[src/logic/fetch_pkg.sv]
package fetch_pkg;

    // ------------------------------
    // widths
    // ------------------------------
    // rv32 without compressed instructions
    localparam int unsigned XLEN = 32;
    localparam int unsigned ILEN = 32;

    // ------------------------------
    // instruction memory port
    // ------------------------------
    // req held with a stable word address until the response
    typedef struct packed {
        logic            req;
        logic [XLEN-1:0] addr;
    } imem_req_t;

    // one cycle valid carrying the fetched word
    typedef struct packed {
        logic            valid;
        logic [ILEN-1:0] data;
    } imem_rsp_t;

    // ------------------------------
    // decode side
    // ------------------------------
    // predicted_taken: the next entry's pc came from a prediction
    typedef struct packed {
        logic [XLEN-1:0] pc;
        logic [ILEN-1:0] instr;
        logic            predicted_taken;
        logic            is_call;
    } fetch_entry_t;

    // control change requests from commit and csr
    typedef struct packed {
        logic            set_pc_commit;
        logic [XLEN-1:0] pc_commit;
        logic            eret;
        logic [XLEN-1:0] epc;
        logic            ex_valid;
        logic [XLEN-1:0] trap_vector_base;
    } redirect_t;

endpackage

[src/logic/bpred_pkg.sv]
package bpred_pkg;

    import fetch_pkg::*;

    // ------------------------------
    // control flow classes
    // ------------------------------
    // call and return follow the x1/x5 link register convention
    typedef enum logic [2:0] {
        CF_NONE,
        CF_BRANCH,
        CF_JUMP,
        CF_JALR,
        CF_CALL,
        CF_RETURN
    } cf_e;

    // result of scanning one fetched word
    // imm is sign-extended, B, J or I format depending on cf
    typedef struct packed {
        cf_e             cf;
        logic [XLEN-1:0] imm;
    } scan_t;

    // ------------------------------
    // predictor training and lookup
    // ------------------------------
    // resolved control flow from the execute stage
    typedef struct packed {
        logic            valid;
        logic [XLEN-1:0] pc;
        logic            is_branch;
        logic            taken;
        logic            mispredict;
        logic [XLEN-1:0] target;
    } resolved_t;

    // dynamic prediction, only meaningful with valid set
    typedef struct packed {
        logic valid;
        logic taken;
    } bht_pred_t;

    // default sizes, overridden from the top level
    localparam int unsigned BHT_ENTRIES_DEFAULT = 64;
    localparam int unsigned RAS_DEPTH_DEFAULT   = 4;

endpackage

[src/logic/instr_scan.sv]
`timescale 1ns/1ns

module instr_scan import fetch_pkg::*, bpred_pkg::*; (
    input  logic [ILEN-1:0] instr_i,
    output scan_t           scan_o
);

    // full 7-bit opcodes, low two bits 11 for rvi
    typedef enum logic [6:0] {
        OPC_BRANCH = 7'b1100011,
        OPC_JALR   = 7'b1100111,
        OPC_JAL    = 7'b1101111
    } opcode_e;

    logic [6:0]      opcode;
    logic [4:0]      rd;
    logic [4:0]      rs1;
    logic            rd_link;
    logic            rs1_link;
    logic [XLEN-1:0] imm_b;
    logic [XLEN-1:0] imm_j;
    logic [XLEN-1:0] imm_i;

    assign opcode = instr_i[6:0];
    assign rd     = instr_i[11:7];
    assign rs1    = instr_i[19:15];

    // x1 (ra) and x5 (t0) are the link registers
    assign rd_link  = (rd == 5'd1) || (rd == 5'd5);
    assign rs1_link = (rs1 == 5'd1) || (rs1 == 5'd5);

    // immediates, bit 0 of B and J is implicit zero
    assign imm_b = {{(XLEN-12){instr_i[31]}}, instr_i[7], instr_i[30:25], instr_i[11:8], 1'b0};
    assign imm_j = {{(XLEN-20){instr_i[31]}}, instr_i[19:12], instr_i[20], instr_i[30:21], 1'b0};
    assign imm_i = {{(XLEN-11){instr_i[31]}}, instr_i[30:20]};

    always_comb begin
        scan_o.cf  = CF_NONE;
        scan_o.imm = '0;
        case (opcode)
            OPC_BRANCH: begin
                scan_o.cf  = CF_BRANCH;
                scan_o.imm = imm_b;
            end
            // jal linking into ra/t0 is a call
            OPC_JAL: begin
                scan_o.cf  = rd_link ? CF_CALL : CF_JUMP;
                scan_o.imm = imm_j;
            end
            // jalr through ra/t0 without link is a return
            OPC_JALR: begin
                scan_o.cf  = (rs1_link && rd == 5'd0) ? CF_RETURN : CF_JALR;
                scan_o.imm = imm_i;
            end
            default: ;
        endcase
    end

    // the idle response bus reads as all zeros
    a_rvi_only: assert final ($isunknown(instr_i) || instr_i == '0 || instr_i[1:0] == 2'b11)
        else $error("instr_scan: non 32-bit encoding %h", instr_i);

endmodule

[src/logic/bht.sv]
`timescale 1ns/1ns

module bht import fetch_pkg::*, bpred_pkg::*; #(
    parameter int unsigned NrEntries = BHT_ENTRIES_DEFAULT
) (
    input  logic            clk_i,
    input  logic            rst_ni,
    input  logic            flush_i,
    input  logic [XLEN-1:0] pc_i,
    input  resolved_t       update_i,
    output bht_pred_t       pred_o
);

    localparam int unsigned IdxW = $clog2(NrEntries);

    // 00 strong nt, 01 weak nt, 10 weak t, 11 strong t
    logic [1:0]           ctr_q [NrEntries];
    logic [NrEntries-1:0] valid_q;
    logic [IdxW-1:0]      rd_idx;
    logic [IdxW-1:0]      wr_idx;
    logic                 upd_en;

    // word index, bits [1:0] are always zero
    assign rd_idx = pc_i[IdxW+1:2];
    assign wr_idx = update_i.pc[IdxW+1:2];
    assign upd_en = update_i.valid && update_i.is_branch;

    // combinational lookup, msb of the counter is the direction
    assign pred_o.valid = valid_q[rd_idx];
    assign pred_o.taken = ctr_q[rd_idx][1];

    always_ff @(posedge clk_i or negedge rst_ni) begin
        if (!rst_ni) begin
            valid_q <= '0;
        end else if (flush_i) begin
            valid_q <= '0;
        end else if (upd_en) begin
            valid_q[wr_idx] <= 1'b1;
        end
    end

    // ------------------------------
    // counter training
    // ------------------------------
    always_ff @(posedge clk_i) begin
        if (upd_en) begin
            if (!valid_q[wr_idx]) begin
                // first sighting lands on the weak state of the outcome
                ctr_q[wr_idx] <= update_i.taken ? 2'b10 : 2'b01;
            end else if (update_i.taken && ctr_q[wr_idx] != 2'b11) begin
                ctr_q[wr_idx] <= ctr_q[wr_idx] + 2'b01;
            end else if (!update_i.taken && ctr_q[wr_idx] != 2'b00) begin
                ctr_q[wr_idx] <= ctr_q[wr_idx] - 2'b01;
            end
        end
    end

endmodule

[src/logic/ras.sv]
`timescale 1ns/1ns

module ras import fetch_pkg::*; #(
    parameter int unsigned Depth = 4
) (
    input  logic            clk_i,
    input  logic            rst_ni,
    input  logic            flush_i,
    input  logic            push_i,
    input  logic            pop_i,
    input  logic [XLEN-1:0] data_i,
    output logic            top_valid_o,
    output logic [XLEN-1:0] top_o
);

    localparam int unsigned CntW = $clog2(Depth + 1);

    // slot 0 is the top, the oldest entry sits at Depth-1
    logic [XLEN-1:0] stack_q [Depth];
    logic [CntW-1:0] count_q;
    logic            do_pop;

    // popping an empty stack is a no-op
    assign do_pop      = pop_i && (count_q != '0);
    assign top_valid_o = (count_q != '0);
    assign top_o       = stack_q[0];

    always_ff @(posedge clk_i or negedge rst_ni) begin
        if (!rst_ni) begin
            count_q <= '0;
        end else if (flush_i) begin
            count_q <= '0;
        end else if (push_i) begin
            // saturate when full, the oldest entry falls off the bottom
            if (count_q != CntW'(Depth)) begin
                count_q <= count_q + 1'b1;
            end
        end else if (do_pop) begin
            count_q <= count_q - 1'b1;
        end
    end

    // shift down on push, up on pop
    always_ff @(posedge clk_i) begin
        if (push_i) begin
            stack_q[0] <= data_i;
            for (int i = 1; i < Depth; i++) begin
                stack_q[i] <= stack_q[i-1];
            end
        end else if (do_pop) begin
            for (int i = 0; i < Depth - 1; i++) begin
                stack_q[i] <= stack_q[i+1];
            end
        end
    end

    // pc_gen never sees a call and a return in the same word
    a_push_pop_excl: assert property (@(posedge clk_i) disable iff (!rst_ni) !(push_i && pop_i))
        else $error("ras: push and pop in the same cycle");

endmodule

[src/logic/pc_gen.sv]
`timescale 1ns/1ns

module pc_gen import fetch_pkg::*, bpred_pkg::*; #(
    parameter logic [XLEN-1:0] BootAddr = 32'h8000_0000
) (
    input  logic            clk_i,
    input  logic            rst_ni,
    output imem_req_t       imem_req_o,
    input  imem_rsp_t       imem_rsp_i,
    input  scan_t           scan_i,
    input  bht_pred_t       bht_i,
    input  logic            ras_valid_i,
    input  logic [XLEN-1:0] ras_top_i,
    input  logic            queue_full_i,
    input  resolved_t       resolved_i,
    input  redirect_t       redirect_i,
    output logic            ras_push_o,
    output logic            ras_pop_o,
    output logic [XLEN-1:0] ras_data_o,
    output fetch_entry_t    push_o,
    output logic            push_valid_o,
    output logic            flush_o,
    output logic [XLEN-1:0] bht_pc_o
);

    // WAIT_KILLED: request still outstanding, its response gets dropped
    typedef enum logic [1:0] {IDLE, WAIT_RSP, WAIT_KILLED} state_e;

    state_e          state_q, state_d;
    logic [XLEN-1:0] npc_q, npc_d;
    logic [XLEN-1:0] addr_q, addr_d;
    logic            started_q;
    logic [XLEN-1:0] pc_plus4;
    logic [XLEN-1:0] cf_target;
    logic [XLEN-1:0] predict_pc;
    logic [XLEN-1:0] redirect_pc;
    logic            predict_taken;
    logic            mispredict;
    logic            redirect_any;
    logic            issue;
    logic            accept;

    // ------------------------------
    // prediction on the returned word
    // ------------------------------
    assign pc_plus4 = addr_q + XLEN'(4);

    always_comb begin
        predict_taken = 1'b0;
        cf_target     = addr_q + scan_i.imm;
        case (scan_i.cf)
            // dynamic if trained, else backward taken
            CF_BRANCH: predict_taken = bht_i.valid ? bht_i.taken : scan_i.imm[XLEN-1];
            CF_JUMP,
            CF_CALL:   predict_taken = 1'b1;
            CF_RETURN: begin
                predict_taken = ras_valid_i;
                cf_target     = ras_top_i;
            end
            // jalr has no target predictor and falls through
            default:   predict_taken = 1'b0;
        endcase
    end

    assign predict_pc = predict_taken ? cf_target : pc_plus4;

    // ------------------------------
    // redirect precedence
    // ------------------------------
    // later assignments win: mispredict < eret < exception < commit flush
    assign mispredict   = resolved_i.valid && resolved_i.mispredict;
    assign redirect_any = mispredict || redirect_i.eret || redirect_i.ex_valid
                       || redirect_i.set_pc_commit;

    always_comb begin
        redirect_pc = resolved_i.target;
        if (redirect_i.eret) begin
            redirect_pc = redirect_i.epc;
        end
        if (redirect_i.ex_valid) begin
            redirect_pc = redirect_i.trap_vector_base;
        end
        // csr side effects resume at the instruction after commit
        if (redirect_i.set_pc_commit) begin
            redirect_pc = redirect_i.pc_commit + XLEN'(4);
        end
    end

    // ------------------------------
    // memory request fsm
    // ------------------------------
    // a new fetch only starts with room in the queue for its word
    assign issue  = (state_q == IDLE) && started_q && !queue_full_i && !redirect_any;
    assign accept = (state_q == WAIT_RSP) && imem_rsp_i.valid && !redirect_any;

    assign imem_req_o.req  = issue || (state_q != IDLE);
    assign imem_req_o.addr = (state_q == IDLE) ? npc_q : addr_q;

    always_comb begin
        state_d = state_q;
        npc_d   = npc_q;
        addr_d  = addr_q;
        case (state_q)
            IDLE: begin
                if (issue) begin
                    state_d = WAIT_RSP;
                    addr_d  = npc_q;
                end
            end
            WAIT_RSP: begin
                if (imem_rsp_i.valid) begin
                    state_d = IDLE;
                    npc_d   = predict_pc;
                end else if (redirect_any) begin
                    state_d = WAIT_KILLED;
                end
            end
            WAIT_KILLED: begin
                if (imem_rsp_i.valid) begin
                    state_d = IDLE;
                end
            end
            default: state_d = IDLE;
        endcase
        // back-end redirect overrides any predicted next pc
        if (redirect_any) begin
            npc_d = redirect_pc;
        end
    end

    always_ff @(posedge clk_i or negedge rst_ni) begin
        if (!rst_ni) begin
            state_q   <= IDLE;
            npc_q     <= BootAddr;
            started_q <= 1'b0;
        end else begin
            state_q   <= state_d;
            npc_q     <= npc_d;
            started_q <= 1'b1;
        end
    end

    // address of the outstanding request
    always_ff @(posedge clk_i) begin
        addr_q <= addr_d;
    end

    // ------------------------------
    // queue, ras and bht side
    // ------------------------------
    assign push_valid_o           = accept;
    assign push_o.pc              = addr_q;
    assign push_o.instr           = imem_rsp_i.data;
    assign push_o.predicted_taken = predict_taken;
    assign push_o.is_call         = (scan_i.cf == CF_CALL);

    assign ras_push_o = accept && (scan_i.cf == CF_CALL);
    assign ras_pop_o  = accept && (scan_i.cf == CF_RETURN) && ras_valid_i;
    assign ras_data_o = pc_plus4;

    assign flush_o  = redirect_any;
    assign bht_pc_o = addr_q;

endmodule

[src/logic/fetch_queue.sv]
`timescale 1ns/1ns

module fetch_queue import fetch_pkg::*; (
    input  logic         clk_i,
    input  logic         rst_ni,
    input  logic         flush_i,
    input  logic         push_valid_i,
    input  fetch_entry_t entry_i,
    output logic         full_o,
    output fetch_entry_t fetch_entry_o,
    output logic         fetch_entry_valid_o,
    input  logic         fetch_entry_ready_i
);

    localparam int unsigned Depth = 4;
    localparam int unsigned PtrW  = $clog2(Depth);

    fetch_entry_t    mem_q [Depth];
    logic [PtrW-1:0] rd_ptr_q;
    logic [PtrW-1:0] wr_ptr_q;
    logic [PtrW:0]   count_q;
    logic            do_push;
    logic            do_pop;

    assign do_push = push_valid_i && !full_o;
    assign do_pop  = fetch_entry_valid_o && fetch_entry_ready_i;

    assign full_o              = (count_q == (PtrW+1)'(Depth));
    assign fetch_entry_valid_o = (count_q != '0);
    // head read straight from the storage flops
    assign fetch_entry_o       = mem_q[rd_ptr_q];

    // ------------------------------
    // pointers and fill level
    // ------------------------------
    always_ff @(posedge clk_i or negedge rst_ni) begin
        if (!rst_ni) begin
            rd_ptr_q <= '0;
            wr_ptr_q <= '0;
            count_q  <= '0;
        end else if (flush_i) begin
            // redirect drops everything queued
            rd_ptr_q <= '0;
            wr_ptr_q <= '0;
            count_q  <= '0;
        end else begin
            if (do_push) begin
                wr_ptr_q <= wr_ptr_q + 1'b1;
            end
            if (do_pop) begin
                rd_ptr_q <= rd_ptr_q + 1'b1;
            end
            case ({do_push, do_pop})
                2'b10:   count_q <= count_q + 1'b1;
                2'b01:   count_q <= count_q - 1'b1;
                default: count_q <= count_q;
            endcase
        end
    end

    always_ff @(posedge clk_i) begin
        if (do_push) begin
            mem_q[wr_ptr_q] <= entry_i;
        end
    end

    // pc_gen only requests with a free slot
    a_no_overflow: assert property (@(posedge clk_i) disable iff (!rst_ni)
        push_valid_i |-> !full_o)
        else $error("fetch_queue: push while full");

    // valid/ready, the head holds until taken or flushed
    a_head_stable: assert property (@(posedge clk_i) disable iff (!rst_ni)
        fetch_entry_valid_o && !fetch_entry_ready_i && !flush_i
        |=> fetch_entry_valid_o && $stable(fetch_entry_o))
        else $error("fetch_queue: head changed under back-pressure");

endmodule

[src/logic/fetch_frontend.sv]
`timescale 1ns/1ns

module fetch_frontend import fetch_pkg::*, bpred_pkg::*; #(
    parameter int unsigned     NrBhtEntries = BHT_ENTRIES_DEFAULT,
    parameter int unsigned     RasDepth     = RAS_DEPTH_DEFAULT,
    parameter logic [XLEN-1:0] BootAddr     = 32'h8000_0000
) (
    input  logic         clk_i,
    input  logic         rst_ni,
    input  logic         flush_bp_i,
    input  resolved_t    resolved_branch_i,
    input  redirect_t    redirect_i,
    output imem_req_t    imem_req_o,
    input  imem_rsp_t    imem_rsp_i,
    output fetch_entry_t fetch_entry_o,
    output logic         fetch_entry_valid_o,
    input  logic         fetch_entry_ready_i
);

    scan_t           scan;
    bht_pred_t       bht_pred;
    logic [XLEN-1:0] bht_pc;
    logic            ras_valid;
    logic [XLEN-1:0] ras_top;
    logic            ras_push;
    logic            ras_pop;
    logic [XLEN-1:0] ras_data;
    logic            queue_full;
    fetch_entry_t    push_entry;
    logic            push_valid;
    logic            queue_flush;

    // ------------------------------
    // predictors
    // ------------------------------
    // scan the response word as it arrives
    instr_scan i_instr_scan (
        .instr_i ( imem_rsp_i.data ),
        .scan_o  ( scan            )
    );

    // trained directly by the resolved branch
    bht #(
        .NrEntries ( NrBhtEntries )
    ) i_bht (
        .clk_i    ( clk_i             ),
        .rst_ni   ( rst_ni            ),
        .flush_i  ( flush_bp_i        ),
        .pc_i     ( bht_pc            ),
        .update_i ( resolved_branch_i ),
        .pred_o   ( bht_pred          )
    );

    ras #(
        .Depth ( RasDepth )
    ) i_ras (
        .clk_i       ( clk_i      ),
        .rst_ni      ( rst_ni     ),
        .flush_i     ( flush_bp_i ),
        .push_i      ( ras_push   ),
        .pop_i       ( ras_pop    ),
        .data_i      ( ras_data   ),
        .top_valid_o ( ras_valid  ),
        .top_o       ( ras_top    )
    );

    // ------------------------------
    // next pc and request
    // ------------------------------
    pc_gen #(
        .BootAddr ( BootAddr )
    ) i_pc_gen (
        .clk_i        ( clk_i             ),
        .rst_ni       ( rst_ni            ),
        .imem_req_o   ( imem_req_o        ),
        .imem_rsp_i   ( imem_rsp_i        ),
        .scan_i       ( scan              ),
        .bht_i        ( bht_pred          ),
        .ras_valid_i  ( ras_valid         ),
        .ras_top_i    ( ras_top           ),
        .queue_full_i ( queue_full        ),
        .resolved_i   ( resolved_branch_i ),
        .redirect_i   ( redirect_i        ),
        .ras_push_o   ( ras_push          ),
        .ras_pop_o    ( ras_pop           ),
        .ras_data_o   ( ras_data          ),
        .push_o       ( push_entry        ),
        .push_valid_o ( push_valid        ),
        .flush_o      ( queue_flush       ),
        .bht_pc_o     ( bht_pc            )
    );

    // toward decode
    fetch_queue i_fetch_queue (
        .clk_i               ( clk_i               ),
        .rst_ni              ( rst_ni              ),
        .flush_i             ( queue_flush         ),
        .push_valid_i        ( push_valid          ),
        .entry_i             ( push_entry          ),
        .full_o              ( queue_full          ),
        .fetch_entry_o       ( fetch_entry_o       ),
        .fetch_entry_valid_o ( fetch_entry_valid_o ),
        .fetch_entry_ready_i ( fetch_entry_ready_i )
    );

endmodule

[config.mk]
export PLATFORM = sky130hd
export DESIGN_NAME = fetch_frontend
export DESIGN_NICKNAME = d
export VERILOG_FILES = /design/src/logic/fetch_pkg.sv /design/src/logic/bpred_pkg.sv /design/src/logic/instr_scan.sv /design/src/logic/bht.sv /design/src/logic/ras.sv /design/src/logic/pc_gen.sv /design/src/logic/fetch_queue.sv /design/src/logic/fetch_frontend.sv
export SDC_FILE = /design/constraint.sdc
export NUM_CORES = 1
export LEC_CHECK = 0
export BUFFER_PORTS_ARGS = -buffer_cell sky130_fd_sc_hd__buf_2
export CAP_MARGIN = 20
export CORE_UTILIZATION = 30
export DETAILED_ROUTE_END_ITERATION = 8
export PLACE_DENSITY_LB_ADDON = 0.15
export SYNTH_ARGS = -nofsm -noshare
export SYNTH_HDL_FRONTEND = slang
export SYNTH_HIERARCHICAL = 1
export SYNTH_SLANG_ARGS = --single-unit
[constraint.sdc]
create_clock -name clk_i -period 6.3 [get_ports clk_i]
set_input_delay 0.315 -clock clk_i [delete_from_list [all_inputs] [get_ports clk_i]]
set_output_delay 0.315 -clock clk_i [all_outputs]
set_load 0.01 [all_outputs]
==> flow_summary_export.csv <==
group,metric,value,unit
critical_path,startpoint,"i_pc_gen/bht_pc_o[3]",
place,io_buffers,277,
sta,clock.fmax,198,MHz
clock_network,post_cts_resized,0,
synth,synthArstFlopShare,0.165,
flow_run,drv_cap,0,
cells_and_area,seq_area,19300,sq um
clock_network,numCtsBuffers,78,
sta,fin_ws,1260,ps
cells_and_area,diodes,0,
sta,fin_crit_sh,0.800,
global_route,grt_antenna_before_repair,4,
drt,drtPass1Iterations,5,
pwr,leakage,13.5,nW
hold_path,hold_depth,1,
critical_path,path_class,"flip-flop to flip-flop",
sta,worst_slew_pin_slew,1180,ps
sta,report.final.slew_viol_count,0,
critical_path,path_buf_inv,3,
pwr,switchingPower,2.34,mW
critical_path,crit_arrival,5620,ps
sta,rsz0062_at_grt,"false",
critical_path,crit_chain,"buf_4, mux4_2, mux4_2, mux4_2, mux2i_1, o31a_1, o22a_1, inv_2, buf_4, nor2_1, a311oi_1, a21oi_1, o21ai_1",
cells_and_area,multi_input_area,12800,sq um
floorplan,die_x,337,microns
critical_path,rr_worst_depth,13,
hold_path,worstHoldStart,"imem_rsp_i[2]",
global_route,grt_pass1_vias,22500,
critical_path,crit_required,6880,ps
critical_path,start_kind,"flip-flop",
sta,whs,63.8,ps
critical_path,end_kind,"flip-flop",
synth,postSynthCellCount,2435,
pwr,power.internal,7.75,mW
floorplan,io_pins,304,
clock_network,cts_buffer_depth,3,
drt,routed_wl,104000,microns
run_status,outcome,"completed",
global_route,grt_use_total,0.181,
drt,drt_iter0_markers,1854,
pwr,netSwitchingFraction,0.232,
critical_path,cp_max_fo,43,
synth,synth.cell_area,33600,sq um
critical_path,timing.rr.start,"i_pc_gen/bht_pc_o[3]",
pwr,clock_power_share,0.461,
pwr,combinationalPowerShare,0.064,
sta,setup_viol,0,
clock_network,cts_hold_buf,32,
place,hpwl,70700,microns
critical_path,reg2reg_slack,1260,ps
clock_network,cts_setup_buffers,0,
floorplan,die_area,113000,sq um
cells_and_area,synthToLayoutAreaGrowth,15.9,%
clock_network,cts_root_buf,"clkbuf_16",
global_route,grt_pass1_wl,151000,microns
place,dp_slack,1040,ps
cells_and_area,num-fill-cells,10800,
sta,setup_tns,0,ps
clock_network,clock_sinks,661,
floorplan,rows,122,
clock_network,cts_tree,"built",
synth,synth_warnings,6,
drt,wl_per_cell,24.9,microns
critical_path,slowest_stage,"edfxtp_1",
drt,drc,0,
synth,avgSynthCellArea,13.8,sq um
critical_path,critPathTopFamily,"multiplexers",
pwr,peakVddDrop,0.199,mV
cells_and_area,final_common_cell,"edfxtp_1",
critical_path,cp_common_cell,"mux4_2",
drt,vias,22200,
sta,slew_headroom,0.208,
sta,report.final.hold_viol_count,0,
sta,period_minus_slack,5040,ps
hold_path,holdCritPathClass,"primary input to flip-flop",
synth,synth_nets,2681,
synth,synth_edf_count,552,
critical_path,cp.depth,13,
drt,ant_nets,0,
clock_network,htree_levels,3,
cells_and_area,nNetsFinal,2888,
floorplan,initial_utilization,0.303,
pwr,power.density,259,nW/um^2
cells_and_area,drive_gt1_frac,0.298,
critical_path,max_stage_delay,1020,ps
drt,routed_via_density,5.30,
synth,synth.distinct_cells,100,
floorplan,die_h,337,microns
synth,yosysSeqAreaShare,0.575,
global_route,grt_max_degree,73,
clock_network,clk_latency,660,ps
synth,synth-seq-cells,661,
floorplan,core_region_area,111000,sq um
cells_and_area,final_cell_mix,"552 x edfxtp_1, 276 x buf_2, 167 x nor2_1",
place,gp_congestion,0.856,
cells_and_area,fin_util,0.351,
pwr,p_seq_frac,0.475,
global_route,gr-total-overflow,0,
synth,ys.flop_type,"edfxtp_1",
sta,finClkSkew,36.8,ps
clock_network,path_clk_slew,60,ps
worst paths after layout:
path | end
setup reg to reg | i_pc_gen/npc_q[4]
setup / recovery | i_pc_gen/npc_q[4]
max in group asynchronous | i_bht/valid_q[16]
hold reg to reg | i_ras/stack_q[3][29]
min in group asynchronous | i_fetch_queue/count_q[2]
hold / removal | i_fetch_queue/mem_q[2][4]
Yosys cell counts, drive strengths merged (8+ instances only):
master | number | area, sq um
o21ai | 63 | 319
mux2 | 130 | 1610
nand4 | 17 | 106
clkbuf | 83 | 313
mux2i | 53 | 531
inv | 26 | 97.6
ha | 39 | 488
nand3b | 12 | 90.1
nor4 | 75 | 872
or3 | 11 | 73.8
or2 | 10 | 62.6
a211oi | 34 | 255
xnor2 | 52 | 455
nor2 | 173 | 659
a22oi | 51 | 383
xor2 | 27 | 236
a21o | 19 | 143
nand3 | 48 | 245
and2 | 22 | 138
a221oi | 15 | 131
nand2b | 21 | 131
nor3 | 31 | 165
and3 | 27 | 179
edfxtp | 552 | 16600
nor2b | 8 | 50.1
a31oi | 24 | 150
nand2 | 114 | 430
a311oi | 11 | 96.3
a22o | 15 | 131
dfrtp | 108 | 2700
buf | 156 | 1150
nor3b | 9 | 82.6
mux4 | 114 | 2570
a21oi | 160 | 835
state kept, by name, summed over array words and instances, names as in the netlist:
register and cells:
i_bht/ctr_q 128, i_fetch_queue/rd_ptr_q 2, i_fetch_queue/mem_q 264, i_pc_gen/started_q 1
i_fetch_queue/count_q 3, i_ras/count_q 3, i_pc_gen/npc_q 32, i_bht/valid_q 64
i_pc_gen/bht_pc_o 32, i_ras/stack_q 128, i_fetch_queue/wr_ptr_q 2, i_pc_gen/state_q 2
through the flow:
| stage | instances | total power [mW] | instance area, sq um |
|---|---|---|---|
| 6_report | 4192 | 10.1 | 39000 |
| 3_3_place_gp | 4016 | 5.51 | 35900 |
| 5_1_grt | 4192 | 10.4 | 39000 |
| 3_5_place_dp | 4016 | 5.51 | 35900 |
| 4_1_cts | 4190 | 10.2 | 38900 |
| 2_1_floorplan | 2435 | 5.22 | 33600 |
cell type report:
class                      instances  area share
clock inverter                    41      0.0140
inverter                          27     0.00273
sequential                       661       0.496
tap                             1488      0.0478
multi-input combinational       1508       0.329
timing repair buffer             366      0.0563
clock buffer                     101      0.0542
kinds of logic after synthesis:
| family | after synthesis | share of synthesized area |
|---|---|---|
| other cells | 1 | 0.000112 |
| fa+ha+maj | 42 | 0.0163 |
| compound gates | 480 | 0.0954 |
| xor+xnor | 79 | 0.0206 |
| flops | 661 | 0.575 |
| simple gates | 609 | 0.106 |
| buf+inv | 266 | 0.0466 |
| mux | 297 | 0.140 |
power groups by stage:
stage / logic [mW] / clock network, mW / registers, mW
floorplan: 0.349 / 0 / 4.87
finish: 0.647 / 4.65 / 4.79
CTS: 0.649 / 4.78 / 4.79
global route: 0.695 / 4.94 / 4.80
detailed placement: 0.630 / 0 / 4.88
global placement: 0.624 / 0 / 4.88
routing by layer:
metal  part of all wire  global-route usage  vias to the layer above
li1                   -                   -                     9865
met3              0.064              0.0347                      123
met4              0.023              0.0534                        0
met2               0.45               0.275                      752
met1               0.46               0.261                    11500
met5                  0                   0                        -
(Power assumes the default switching activity.)
